## src/raster_fixed_pkg.sv

```systemverilog
// Fixed-point coordinate and color formats shared by the sample iterator RTL and its testbench
package raster_fixed_pkg;

    // Total bits in one coordinate or one color channel
    parameter int sigfig = 24;

    // Fraction bits; the low radix bits sit below the binary point
    parameter int radix = 10;

    // Coordinates per vertex, ordered x, y, z
    parameter int axis = 3;

    // Signed screen coordinate
    // Bits [sigfig-1:radix] hold the integer pixel part
    // Bits [radix-1:0] hold the sub-pixel fraction
    // One pixel is 1 << radix raw units, so 1024 here
    typedef logic signed [sigfig-1:0] coord_t;

    // Unsigned color channel, same width and fraction split as a coordinate
    typedef logic [sigfig-1:0] color_t;

    // Vertex layout inside a triangle array
    //   tri[v][0] is x of vertex v
    //   tri[v][1] is y of vertex v
    //   tri[v][2] is z of vertex v
    // The iterator never looks inside the vertices, it only carries them

    // Box corners travel as four separate coordinates
    //   min x / min y is the lower-left start corner
    //   max x / max y is the upper-right end corner
    // Corners are expected on the sample grid of the active MSAA mode

    // Sample coordinates use the same coord_t format as the box
    // so the edge compares are plain signed compares

    // Typical magnitudes
    //   a 2048 pixel screen needs 11 integer bits plus sign
    //   sigfig - radix = 14 leaves headroom for guard-band samples
    // Step sizes stay well below one pixel so no compare overflows
    // Sign matters for guard-band boxes left of or below the origin

endpackage

```

## src/raster_ctrl_pkg.sv

```systemverilog
// Iterator FSM states and MSAA mode encoding used by the sample iterator and its testbench
package raster_ctrl_pkg;

    // Iterator FSM
    //   WAIT_STATE  idle, watching for a valid box
    //   TEST_STATE  emitting one sample per clock
    typedef enum logic {
        WAIT_STATE = 1'b0,
        TEST_STATE = 1'b1
    } iter_state_t;

    // MSAA mode, one-hot
    // Bit position doubles as the sample interval exponent
    //   1x   one sample per pixel, step of a whole pixel
    //   4x   step of half a pixel
    //   16x  step of a quarter pixel
    //   64x  step of an eighth of a pixel
    typedef enum logic [3:0] {
        MSAA_1X  = 4'b1000,
        MSAA_4X  = 4'b0100,
        MSAA_16X = 4'b0010,
        MSAA_64X = 4'b0001
    } msaa_t;

    // Step rule
    // Shifting the one-hot code left by radix - 3 lands bit 3 on the
    // one-pixel weight, so the code itself scales to the step
    //   MSAA_1X  -> 1024 raw units
    //   MSAA_4X  ->  512 raw units
    //   MSAA_16X ->  256 raw units
    //   MSAA_64X ->  128 raw units
    parameter int step_shift = raster_fixed_pkg::radix - 3;

    // No code other than the four above is legal on the subsample input
    // Upstream keeps it constant for the whole box

endpackage

```

## src/iter_control.sv

```systemverilog
// Wait/test FSM of the sample iterator; issues stepper commands and holds the triangle payload
`timescale 1ns/10ps

module iter_control #(
    // Vertices per triangle
    parameter int verts = 3,
    // Color channels per triangle
    parameter int colors = 3
) (
    input  logic                       clk,
    input  logic                       rst,

    // New box offered by upstream
    input  logic                       valid_tri,

    // Stepper reports the current sample is the last one
    input  logic                       at_end,

    // Payload offered with the box
    input  raster_fixed_pkg::coord_t   tri_in [verts-1:0][raster_fixed_pkg::axis-1:0],
    input  raster_fixed_pkg::color_t   color_in [colors-1:0],

    // Payload held for the whole box
    output raster_fixed_pkg::coord_t   tri_out [verts-1:0][raster_fixed_pkg::axis-1:0],
    output raster_fixed_pkg::color_t   color_out [colors-1:0],

    // Stepper commands
    output logic                       load,
    output logic                       advance,

    // Registered Moore outputs
    output logic                       valid_samp,
    output logic                       halt_n
);

    raster_ctrl_pkg::iter_state_t state;
    raster_ctrl_pkg::iter_state_t next_state;

    // Accept a box only while idle
    // valid_tri is a don't-care in TEST_STATE
    assign load = (state == raster_ctrl_pkg::WAIT_STATE) && valid_tri;

    // Keep stepping until the stepper flags the last sample
    assign advance = (state == raster_ctrl_pkg::TEST_STATE) && !at_end;

    // Next state
    always_comb begin
        next_state = state;
        case (state)
            raster_ctrl_pkg::WAIT_STATE: begin
                if (valid_tri) begin
                    next_state = raster_ctrl_pkg::TEST_STATE;
                end
            end
            raster_ctrl_pkg::TEST_STATE: begin
                // Last sample shown this cycle, idle next
                if (at_end) begin
                    next_state = raster_ctrl_pkg::WAIT_STATE;
                end
            end
            default: begin
                next_state = raster_ctrl_pkg::WAIT_STATE;
            end
        endcase
    end

    // State plus registered outputs
    // Outputs follow the next state so they line up with the sample registers
    always_ff @(posedge clk or posedge rst) begin
        if (rst) begin
            state      <= raster_ctrl_pkg::WAIT_STATE;
            valid_samp <= 1'b0;
            halt_n     <= 1'b1;
        end else begin
            state      <= next_state;
            valid_samp <= (next_state == raster_ctrl_pkg::TEST_STATE);
            // Hold upstream for every cycle a sample is out
            halt_n     <= (next_state != raster_ctrl_pkg::TEST_STATE);
        end
    end

    // Payload capture
    // Taken together with the box, then frozen until the next accept
    always_ff @(posedge clk) begin
        if (load) begin
            tri_out   <= tri_in;
            color_out <= color_in;
        end
    end

endmodule

```

## src/raster_stepper.sv

```systemverilog
// Sample stepper of the iterator; holds the box, walks the sample grid and flags the last sample
`timescale 1ns/10ps

module raster_stepper #(
    // Scan order, 0 raster and 1 serpentine
    parameter int serpentine = 0
) (
    input  logic                       clk,
    input  logic                       rst,

    // Capture box, start at lower-left
    input  logic                       load,

    // Move to the next sample
    input  logic                       advance,

    // Box from upstream, sampled on load
    input  raster_fixed_pkg::coord_t   box_min_x,
    input  raster_fixed_pkg::coord_t   box_min_y,
    input  raster_fixed_pkg::coord_t   box_max_x,
    input  raster_fixed_pkg::coord_t   box_max_y,

    // MSAA mode selects the sample interval
    input  raster_ctrl_pkg::msaa_t     subsample,

    // Current candidate sample
    output raster_fixed_pkg::coord_t   sample_x,
    output raster_fixed_pkg::coord_t   sample_y,

    // Current sample ends the top row
    output logic                       at_end
);

    // Captured box
    raster_fixed_pkg::coord_t box_x0;
    raster_fixed_pkg::coord_t box_y0;
    raster_fixed_pkg::coord_t box_x1;
    raster_fixed_pkg::coord_t box_y1;

    // Sample interval in raw fixed-point units
    raster_fixed_pkg::coord_t step;

    // Next sample
    raster_fixed_pkg::coord_t next_x;
    raster_fixed_pkg::coord_t next_y;

    // Row walk direction, high while moving left
    logic move_left;

    // Edge flags
    logic row_end;
    logic top_row;

    // One-hot code scaled straight into the step
    // 1x gives 1024, 4x 512, 16x 256, 64x 128
    assign step = {{(raster_fixed_pkg::sigfig - $bits(subsample)){1'b0}}, subsample}
                  << raster_ctrl_pkg::step_shift;

    // Row end depends on the walk direction
    // Moving right, stop at or past the max edge
    // Moving left, stop at or below the min edge
    assign row_end = move_left ? (sample_x <= box_x0) : (sample_x >= box_x1);

    // Top row once y reaches the max edge
    assign top_row = (sample_y >= box_y1);

    // Last sample of the box
    assign at_end = row_end && top_row;

    // Next sample select
    always_comb begin
        if (load) begin
            // Fresh box starts at its lower-left corner
            next_x = box_min_x;
            next_y = box_min_y;
        end else if (advance) begin
            if (row_end) begin
                // Up one row
                next_y = sample_y + step;
                if (serpentine != 0) begin
                    // Serpentine keeps x at the edge just reached
                    next_x = sample_x;
                end else begin
                    // Raster order returns to the left edge
                    next_x = box_x0;
                end
            end else begin
                // Along the row, one interval
                next_y = sample_y;
                if (move_left) begin
                    next_x = sample_x - step;
                end else begin
                    next_x = sample_x + step;
                end
            end
        end else begin
            // Idle, park on the lower-left corner of the held box
            next_x = box_x0;
            next_y = box_y0;
        end
    end

    // Box registers, loaded once per box
    always_ff @(posedge clk or posedge rst) begin
        if (rst) begin
            box_x0 <= '0;
            box_y0 <= '0;
            box_x1 <= '0;
            box_y1 <= '0;
        end else if (load) begin
            box_x0 <= box_min_x;
            box_y0 <= box_min_y;
            box_x1 <= box_max_x;
            box_y1 <= box_max_y;
        end
    end

    // Sample registers, drive the outputs directly
    always_ff @(posedge clk or posedge rst) begin
        if (rst) begin
            sample_x <= '0;
            sample_y <= '0;
        end else begin
            sample_x <= next_x;
            sample_y <= next_y;
        end
    end

    // Direction bit only exists for serpentine order
    generate
        if (serpentine != 0) begin : g_snake
            logic dir_q;

            always_ff @(posedge clk or posedge rst) begin
                if (rst) begin
                    dir_q <= 1'b0;
                end else if (advance && row_end) begin
                    // Flip at every row change
                    dir_q <= ~dir_q;
                end else if (!advance) begin
                    // New box or idle, start rightward
                    dir_q <= 1'b0;
                end
            end

            assign move_left = dir_q;
        end else begin : g_raster
            // Raster order always walks right
            assign move_left = 1'b0;
        end
    endgenerate

endmodule

```

## src/sample_iter_top.sv

```systemverilog
// Subsample raster iterator top level; connects the FSM and the stepper and passes parameters down
`timescale 1ns/10ps

module sample_iter_top #(
    // Vertices per triangle
    parameter int verts = 3,
    // Color channels per triangle
    parameter int colors = 3,
    // Scan order, 0 raster and 1 serpentine
    parameter int serpentine = 0
) (
    input  logic                       clk,
    input  logic                       rst,

    // Triangle and colors from the bounding box stage
    input  raster_fixed_pkg::coord_t   tri_in [verts-1:0][raster_fixed_pkg::axis-1:0],
    input  raster_fixed_pkg::color_t   color_in [colors-1:0],

    // Bounding box of the triangle
    input  raster_fixed_pkg::coord_t   box_min_x,
    input  raster_fixed_pkg::coord_t   box_min_y,
    input  raster_fixed_pkg::coord_t   box_max_x,
    input  raster_fixed_pkg::coord_t   box_max_y,

    // Box and triangle valid
    input  logic                       valid_tri,

    // MSAA mode, constant during a box
    input  raster_ctrl_pkg::msaa_t     subsample,

    // Held triangle and colors, travel with every sample
    output raster_fixed_pkg::coord_t   tri_out [verts-1:0][raster_fixed_pkg::axis-1:0],
    output raster_fixed_pkg::color_t   color_out [colors-1:0],

    // Candidate sample location
    output raster_fixed_pkg::coord_t   sample_x,
    output raster_fixed_pkg::coord_t   sample_y,

    // Sample valid strobe
    output logic                       valid_samp,

    // Upstream hold, low while a box is iterated
    output logic                       halt_n
);

    // Stepper commands from the FSM
    logic load;
    logic advance;

    // Last sample of the box reached
    logic at_end;

    // FSM and payload holding
    iter_control #(
        .verts  (verts),
        .colors (colors)
    ) i_iter_control (
        .clk        (clk),
        .rst        (rst),
        .valid_tri  (valid_tri),
        .at_end     (at_end),
        .tri_in     (tri_in),
        .color_in   (color_in),
        .tri_out    (tri_out),
        .color_out  (color_out),
        .load       (load),
        .advance    (advance),
        .valid_samp (valid_samp),
        .halt_n     (halt_n)
    );

    // Box capture and sample stepping
    raster_stepper #(
        .serpentine (serpentine)
    ) i_raster_stepper (
        .clk       (clk),
        .rst       (rst),
        .load      (load),
        .advance   (advance),
        .box_min_x (box_min_x),
        .box_min_y (box_min_y),
        .box_max_x (box_max_x),
        .box_max_y (box_max_y),
        .subsample (subsample),
        .sample_x  (sample_x),
        .sample_y  (sample_y),
        .at_end    (at_end)
    );

endmodule

```

## config.mk

```make
export PLATFORM = sky130hd
export DESIGN_NAME = sample_iter_top
export DESIGN_NICKNAME = d
export VERILOG_FILES = /design/src/raster_fixed_pkg.sv /design/src/raster_ctrl_pkg.sv /design/src/iter_control.sv /design/src/raster_stepper.sv /design/src/sample_iter_top.sv
export SDC_FILE = /design/constraint.sdc
export NUM_CORES = 1
export LEC_CHECK = 0
export ABC_AREA = 1
export BUFFER_PORTS_ARGS = -buffer_cell sky130_fd_sc_hd__clkbuf_2
export CORE_AREA = 2 2 285 287
export CTS_CLUSTER_DIAMETER = 120
export CTS_CLUSTER_SIZE = 12
export DETAILED_ROUTE_END_ITERATION = 6
export DIE_AREA = 0 0 287 289
export GPL_TIMING_DRIVEN = 0
export MAX_ROUTING_LAYER = met4
export SYNTH_ARGS = -nofsm -noshare
export SYNTH_HDL_FRONTEND = slang
export SYNTH_SLANG_ARGS = --single-unit
```

## constraint.sdc

```tcl
create_clock -name clk -period 25.7 [get_ports clk]
set_input_delay 1.285 -clock clk [delete_from_list [all_inputs] [get_ports clk]]
set_output_delay 1.285 -clock clk [all_outputs]
set_load 0.005 [all_outputs]
```

# Word-level counts from Yosys, hierarchy flattened
# Index checks and enable logic that the tools add are counted.
[totals] reg_bits=434 latchBits=0 mem_bits_rw=0 mem_bits_ro=0 n_memories=0
[classes] n_addsub=2 multipliers=0 div=0 n_lt_le_gt_ge=2 n_eq_ne=1 shifts=0 mux=9 n_bitwise=2 reduce_logical=4
[ops] operator="2-to-1 mux 24 bit" n=6
[ops] operator="adder 24 x 12 -> 24 bit" n=2
[ops] operator="greater-or-equal comparator 24 bit" n=2
[ops] operator="logical AND 1 bit" n=3
[ops] operator="inequality test 3 x 1 -> 1 bit (second input constant)" n=1
[ops] operator="2-to-1 mux 1 bit" n=2
[ops] operator="NOT 1 bit" n=2
[ops] operator="case mux 1 bit (2 select lines)" n=1
[ops] operator="zero test 1 bit" n=1

# Logic depth before layout (Yosys ltp)
[depth] depth_word=6 depth_mapped=20 depth_no_buf=18

# Cells and area by module
# A second synthesis with hierarchy kept.
[unflattened] cells_unflattened=1294 hier_area_um2=16595.9
[modules_own_cells] module="iter_control" n_inst=1 cells_each=299 area_each_um2=8738.4 seq_area_each_um2=8699.6
[modules_own_cells] module="raster_stepper" n_inst=1 cells_each=995 area_each_um2=7857.5 seq_area_each_um2=3603.5

# Worst setup path after synthesis
# Ideal clock, no wire load.
[synth_path] path_type="input port to flip-flop" from="input valid_tri" to="register i_raster_stepper.box_x1[1]" arrival_time_ns=10.108 required_time_ns=25.188 path_slack_ns=15.080 path_stages=6 path_buffers=3 path_cell_list="nand2_1 inv_1 buf_2 buf_2 clkbuf_1 o21ai_0"
[synth_via] elab_chain_len=1
[synth_rtl] element="start, declared" line_no="sample_iter_top.sv:26" text="input logic valid_tri,"
[synth_rtl] element="logical AND 1 bit" line_no="iter_control.sv:41" text="assign load = (state == raster_ctrl_pkg::WAIT_STATE) && valid_tri;"
[synth_rtl] element="net i_iter_control.load" line_no="iter_control.sv:28" text="output logic load,"
[synth_rtl] element="end signal, assigned" line_no="raster_stepper.sv:113" text="box_x1 <= box_max_x;"
[synth_rtl] element="end, declared" line_no="raster_stepper.sv:37" text="raster_fixed_pkg::coord_t box_x1;"
# The timed path passes the listed nets, and every way through them passes these cells.
# A chain may end at the register's enable or synchronous reset.

# Worst setup path after layout
[layout_path] from="input valid_tri" to="register i_iter_control.color_out[62] in the netlist's numbering (enable)"
[layout_via] elab_chain_len=1
[layout_rtl] element="logical AND 1 bit" line_no="iter_control.sv:41"
[layout_rtl] element="net i_iter_control.load" line_no="iter_control.sv:28"
[layout_rtl] element="end signal, assigned" line_no="iter_control.sv:87" text="color_out <= color_in;"
[layout_rtl] element="end, declared" line_no="iter_control.sv:25" text="output raster_fixed_pkg::color_t color_out [colors-1:0],"
# The timed path passes the listed nets, and every way through them passes these cells.

==> results.ini <==
[yosys]
ys_ff_latch=434
syn_area_per_cell_um2=13.0
synth_seq_area_share=0.742
ys_types=36
syn-num-nets=1730
ys_top_cells_by_area=edfxtp_1 52%, dfrtp_1 22%, nand2_1 7.3%
syn_inst=1281
synth_edf_count=288
synth_top_area_cell=edfxtp_1
async_reset_ff_frac=0.336
syn_area_um2=16600
synth_top_area_share=0.521
yosys_warnings=0
synthFlopType=edfxtp_1

[clock_network]
hold_buffers=0
ctsLongestPathBuffers=3
cts_resized=0
cts_tree=built
cts_setup_buffers=0
cts_made_buffers=43
cts_root_buf=clkbuf_16
worstSkewPairLatency_ps=580
htreeDepth=2
clk_pin_slew_ps=70
cts.sinks=434

[place]
dp_cells=3075
gp_congestion=0.954
dp_hpwl_mm=70.0
io_buffers=728
dp_slack_ps=21360

[critical_path]
startpoint=valid_tri
reg2reg_to=i_iter_control.color_out[62]
slowest_stage=clkbuf_4
cp_num_buf_inv=8
r2r_cells=9
slowest_delay_ps=520
cp-start-kind=input pin
cp_top_family=buffers and inverters
endpoint_kind=register
ff2ff_setup_slack_ps=22000
crit_required_ps=25940
critPathArrivalTime_ps=3940
crit_type=input pin to register
crit_chain=clkbuf_2, nand2_1, inv_1, buf_2, buf_2, clkbuf_4, buf_16, buf_12, buf_16
rr_startpoint=i_iter_control.valid_samp
cp_max_fo=66

[worst_hold_path]
min_path_cells=2
min_path_type=register to register
hold_end=i_raster_stepper.box_x0[2]
hp-start=i_raster_stepper.box_x0[2]

[timing]
fin_ws_ps=22000
setup_viol=0
max_freq_ghz=0.270
relSlewSlack=0.393
period_share=0.144
clock_skew_ps=23.8
worst_slew_pin_slew_ps=911
drv_slew=0
fin_setup_tns_ps=0
min_period_ps=3700
grt_setup_unrepaired=no
hold_violations=0

[cells_and_area]
fin_cells=3164
drive_gt1_frac=0.395
layout_common_cells=728 x clkbuf_2, 324 x nand2_1, 288 x edfxtp_1
fin_nets=2509
fill_cells=8434
layout_commonest_cell=clkbuf_2
area_delta_synth_final_pct=38.7

[floorplan]
ioPinCount=729
core_um2=79900
die_w_um=287
row_count=104
initial_core_util=0.208
fp.dieH_um=289
dieArea_um2=82900

[power_and_ir_drop]
power_density_nw_per_um2=117
ir_drop_v=0.0000656
finalPower_mw=2.69
p_leak_nw=10.6

[routing]
initialDrtViolationCount=859
drc=0
ant_nets=0
firstDrtPassIters=5
num_vias=13010
drt-vias-per-instance=4.11
wl_per_cell_um=26.5
wirelength_mm=83.9

[grt]
grt_start_max_net_pins=84
grt_pass1_wl_mm=108
grt_usage=0.201
grt_pass1_vias=12442
antenna_found_initial=50
grt_overflow=0

[outcome]
status=finished clean

[run]
maxCapViolations=0

-- state kept, by name, indices dropped and copies added, names as in the netlist, 24 cells and up --
register and flops:
i_iter_control.tri_out 216, i_raster_stepper.box_x0 24, i_raster_stepper.box_y1 24, i_iter_control.color_out 72, i_raster_stepper.sample_y 24, i_raster_stepper.box_x1 24, i_raster_stepper.sample_x 24, i_raster_stepper.box_y0 24
-- metal layers --
metal / global-route usage / share of wire
met2: 0.328 / 0.48
met5: - / 0
met3: 0.111 / 0.14
met4: 0.0466 / 0.027
met1: 0.212 / 0.35
-- where the power goes --
group	total, mW	switching, mW	internal [mW]	leakage, nW
sequential	1.07	0.114	0.955	4.45
combinational	1.02	0.654	0.365	5.57
clock	0.603	0.287	0.316	0.589
total	2.69	1.05	1.64	10.6
-- worst max path at each step --
stage          cells past startpoint  slack (ps)                           end
5_1_grt                            9       21790   i_iter_control.tri_out[190]
4_1_cts                            9       21870  i_iter_control.color_out[11]
3_3_place_gp                       8        9080    i_raster_stepper.box_y1[0]
6_report                           9       22000  i_iter_control.color_out[62]
3_5_place_dp                       9       21360  i_iter_control.color_out[21]
2_1_floorplan                      6       15080    i_raster_stepper.box_x1[1]
-- Yosys cell counts, types with 2 or more instances --
cell type,n
buf_4,4
nand3b_1,3
o21ai_1,7
fa_1,2
nand2_2,5
buf_2,6
edfxtp_1,288
buf_6,6
nor3_1,8
a21oi_1,37
buf_1,3
clkbuf_1,18
nand4_1,13
a31oi_1,6
nand3_2,2
nand2_1,324
nor2_1,73
nand3_1,42
a21o_1,4
dfrtp_1,145
nor2_2,6
o211ai_1,11
inv_1,118
xnor2_1,7
xor2_1,15
o21ai_0,62
ha_1,56
a21oi_2,2
-- area by class of cell --
class | instances | area [um^2] | area share
Clock buffer | 63 | 1170 | 0.0510
Tap cell | 1060 | 1330 | 0.0577
Antenna cell | 21 | 52.6 | 0.00228
Timing Repair Buffer | 734 | 3800 | 0.165
Buffer | 37 | 210 | 0.00914
Multi-Input combinational cell | 691 | 3630 | 0.158
Sequential cell | 434 | 12300 | 0.535
Clock inverter | 5 | 51.3 | 0.00223
Inverter | 119 | 454 | 0.0197
-- cell families after synthesis --
family,count (synthesis),synth area share
AOI/OAI and AO/OA,132,0.0435
adders and majority gates,58,0.0446
DFF,434,0.742
xor gates and xnor gates,22,0.0116
and+or+nand+nor,479,0.119
buffers and inverters,156,0.0394
-- worst reg2reg max path, delay by kind of cell (launching register included) --
family / cells / cell delay, ps
simple gates: 1 / 380
flops: 1 / 410
buf+inv: 8 / 2510
-- per-stage QoR --
stage | hold WS [ps] | area (um^2) | util
after floorplan | 438 | 16600 | -
after global placement | 457 | 21600 | 0.270
after detailed placement | 461 | 21700 | 0.272
after CTS | 479 | 23000 | 0.287
after global routing | 493 | 23000 | 0.288
final | 479 | 23000 | 0.288
(Power assumes the default switching activity.)
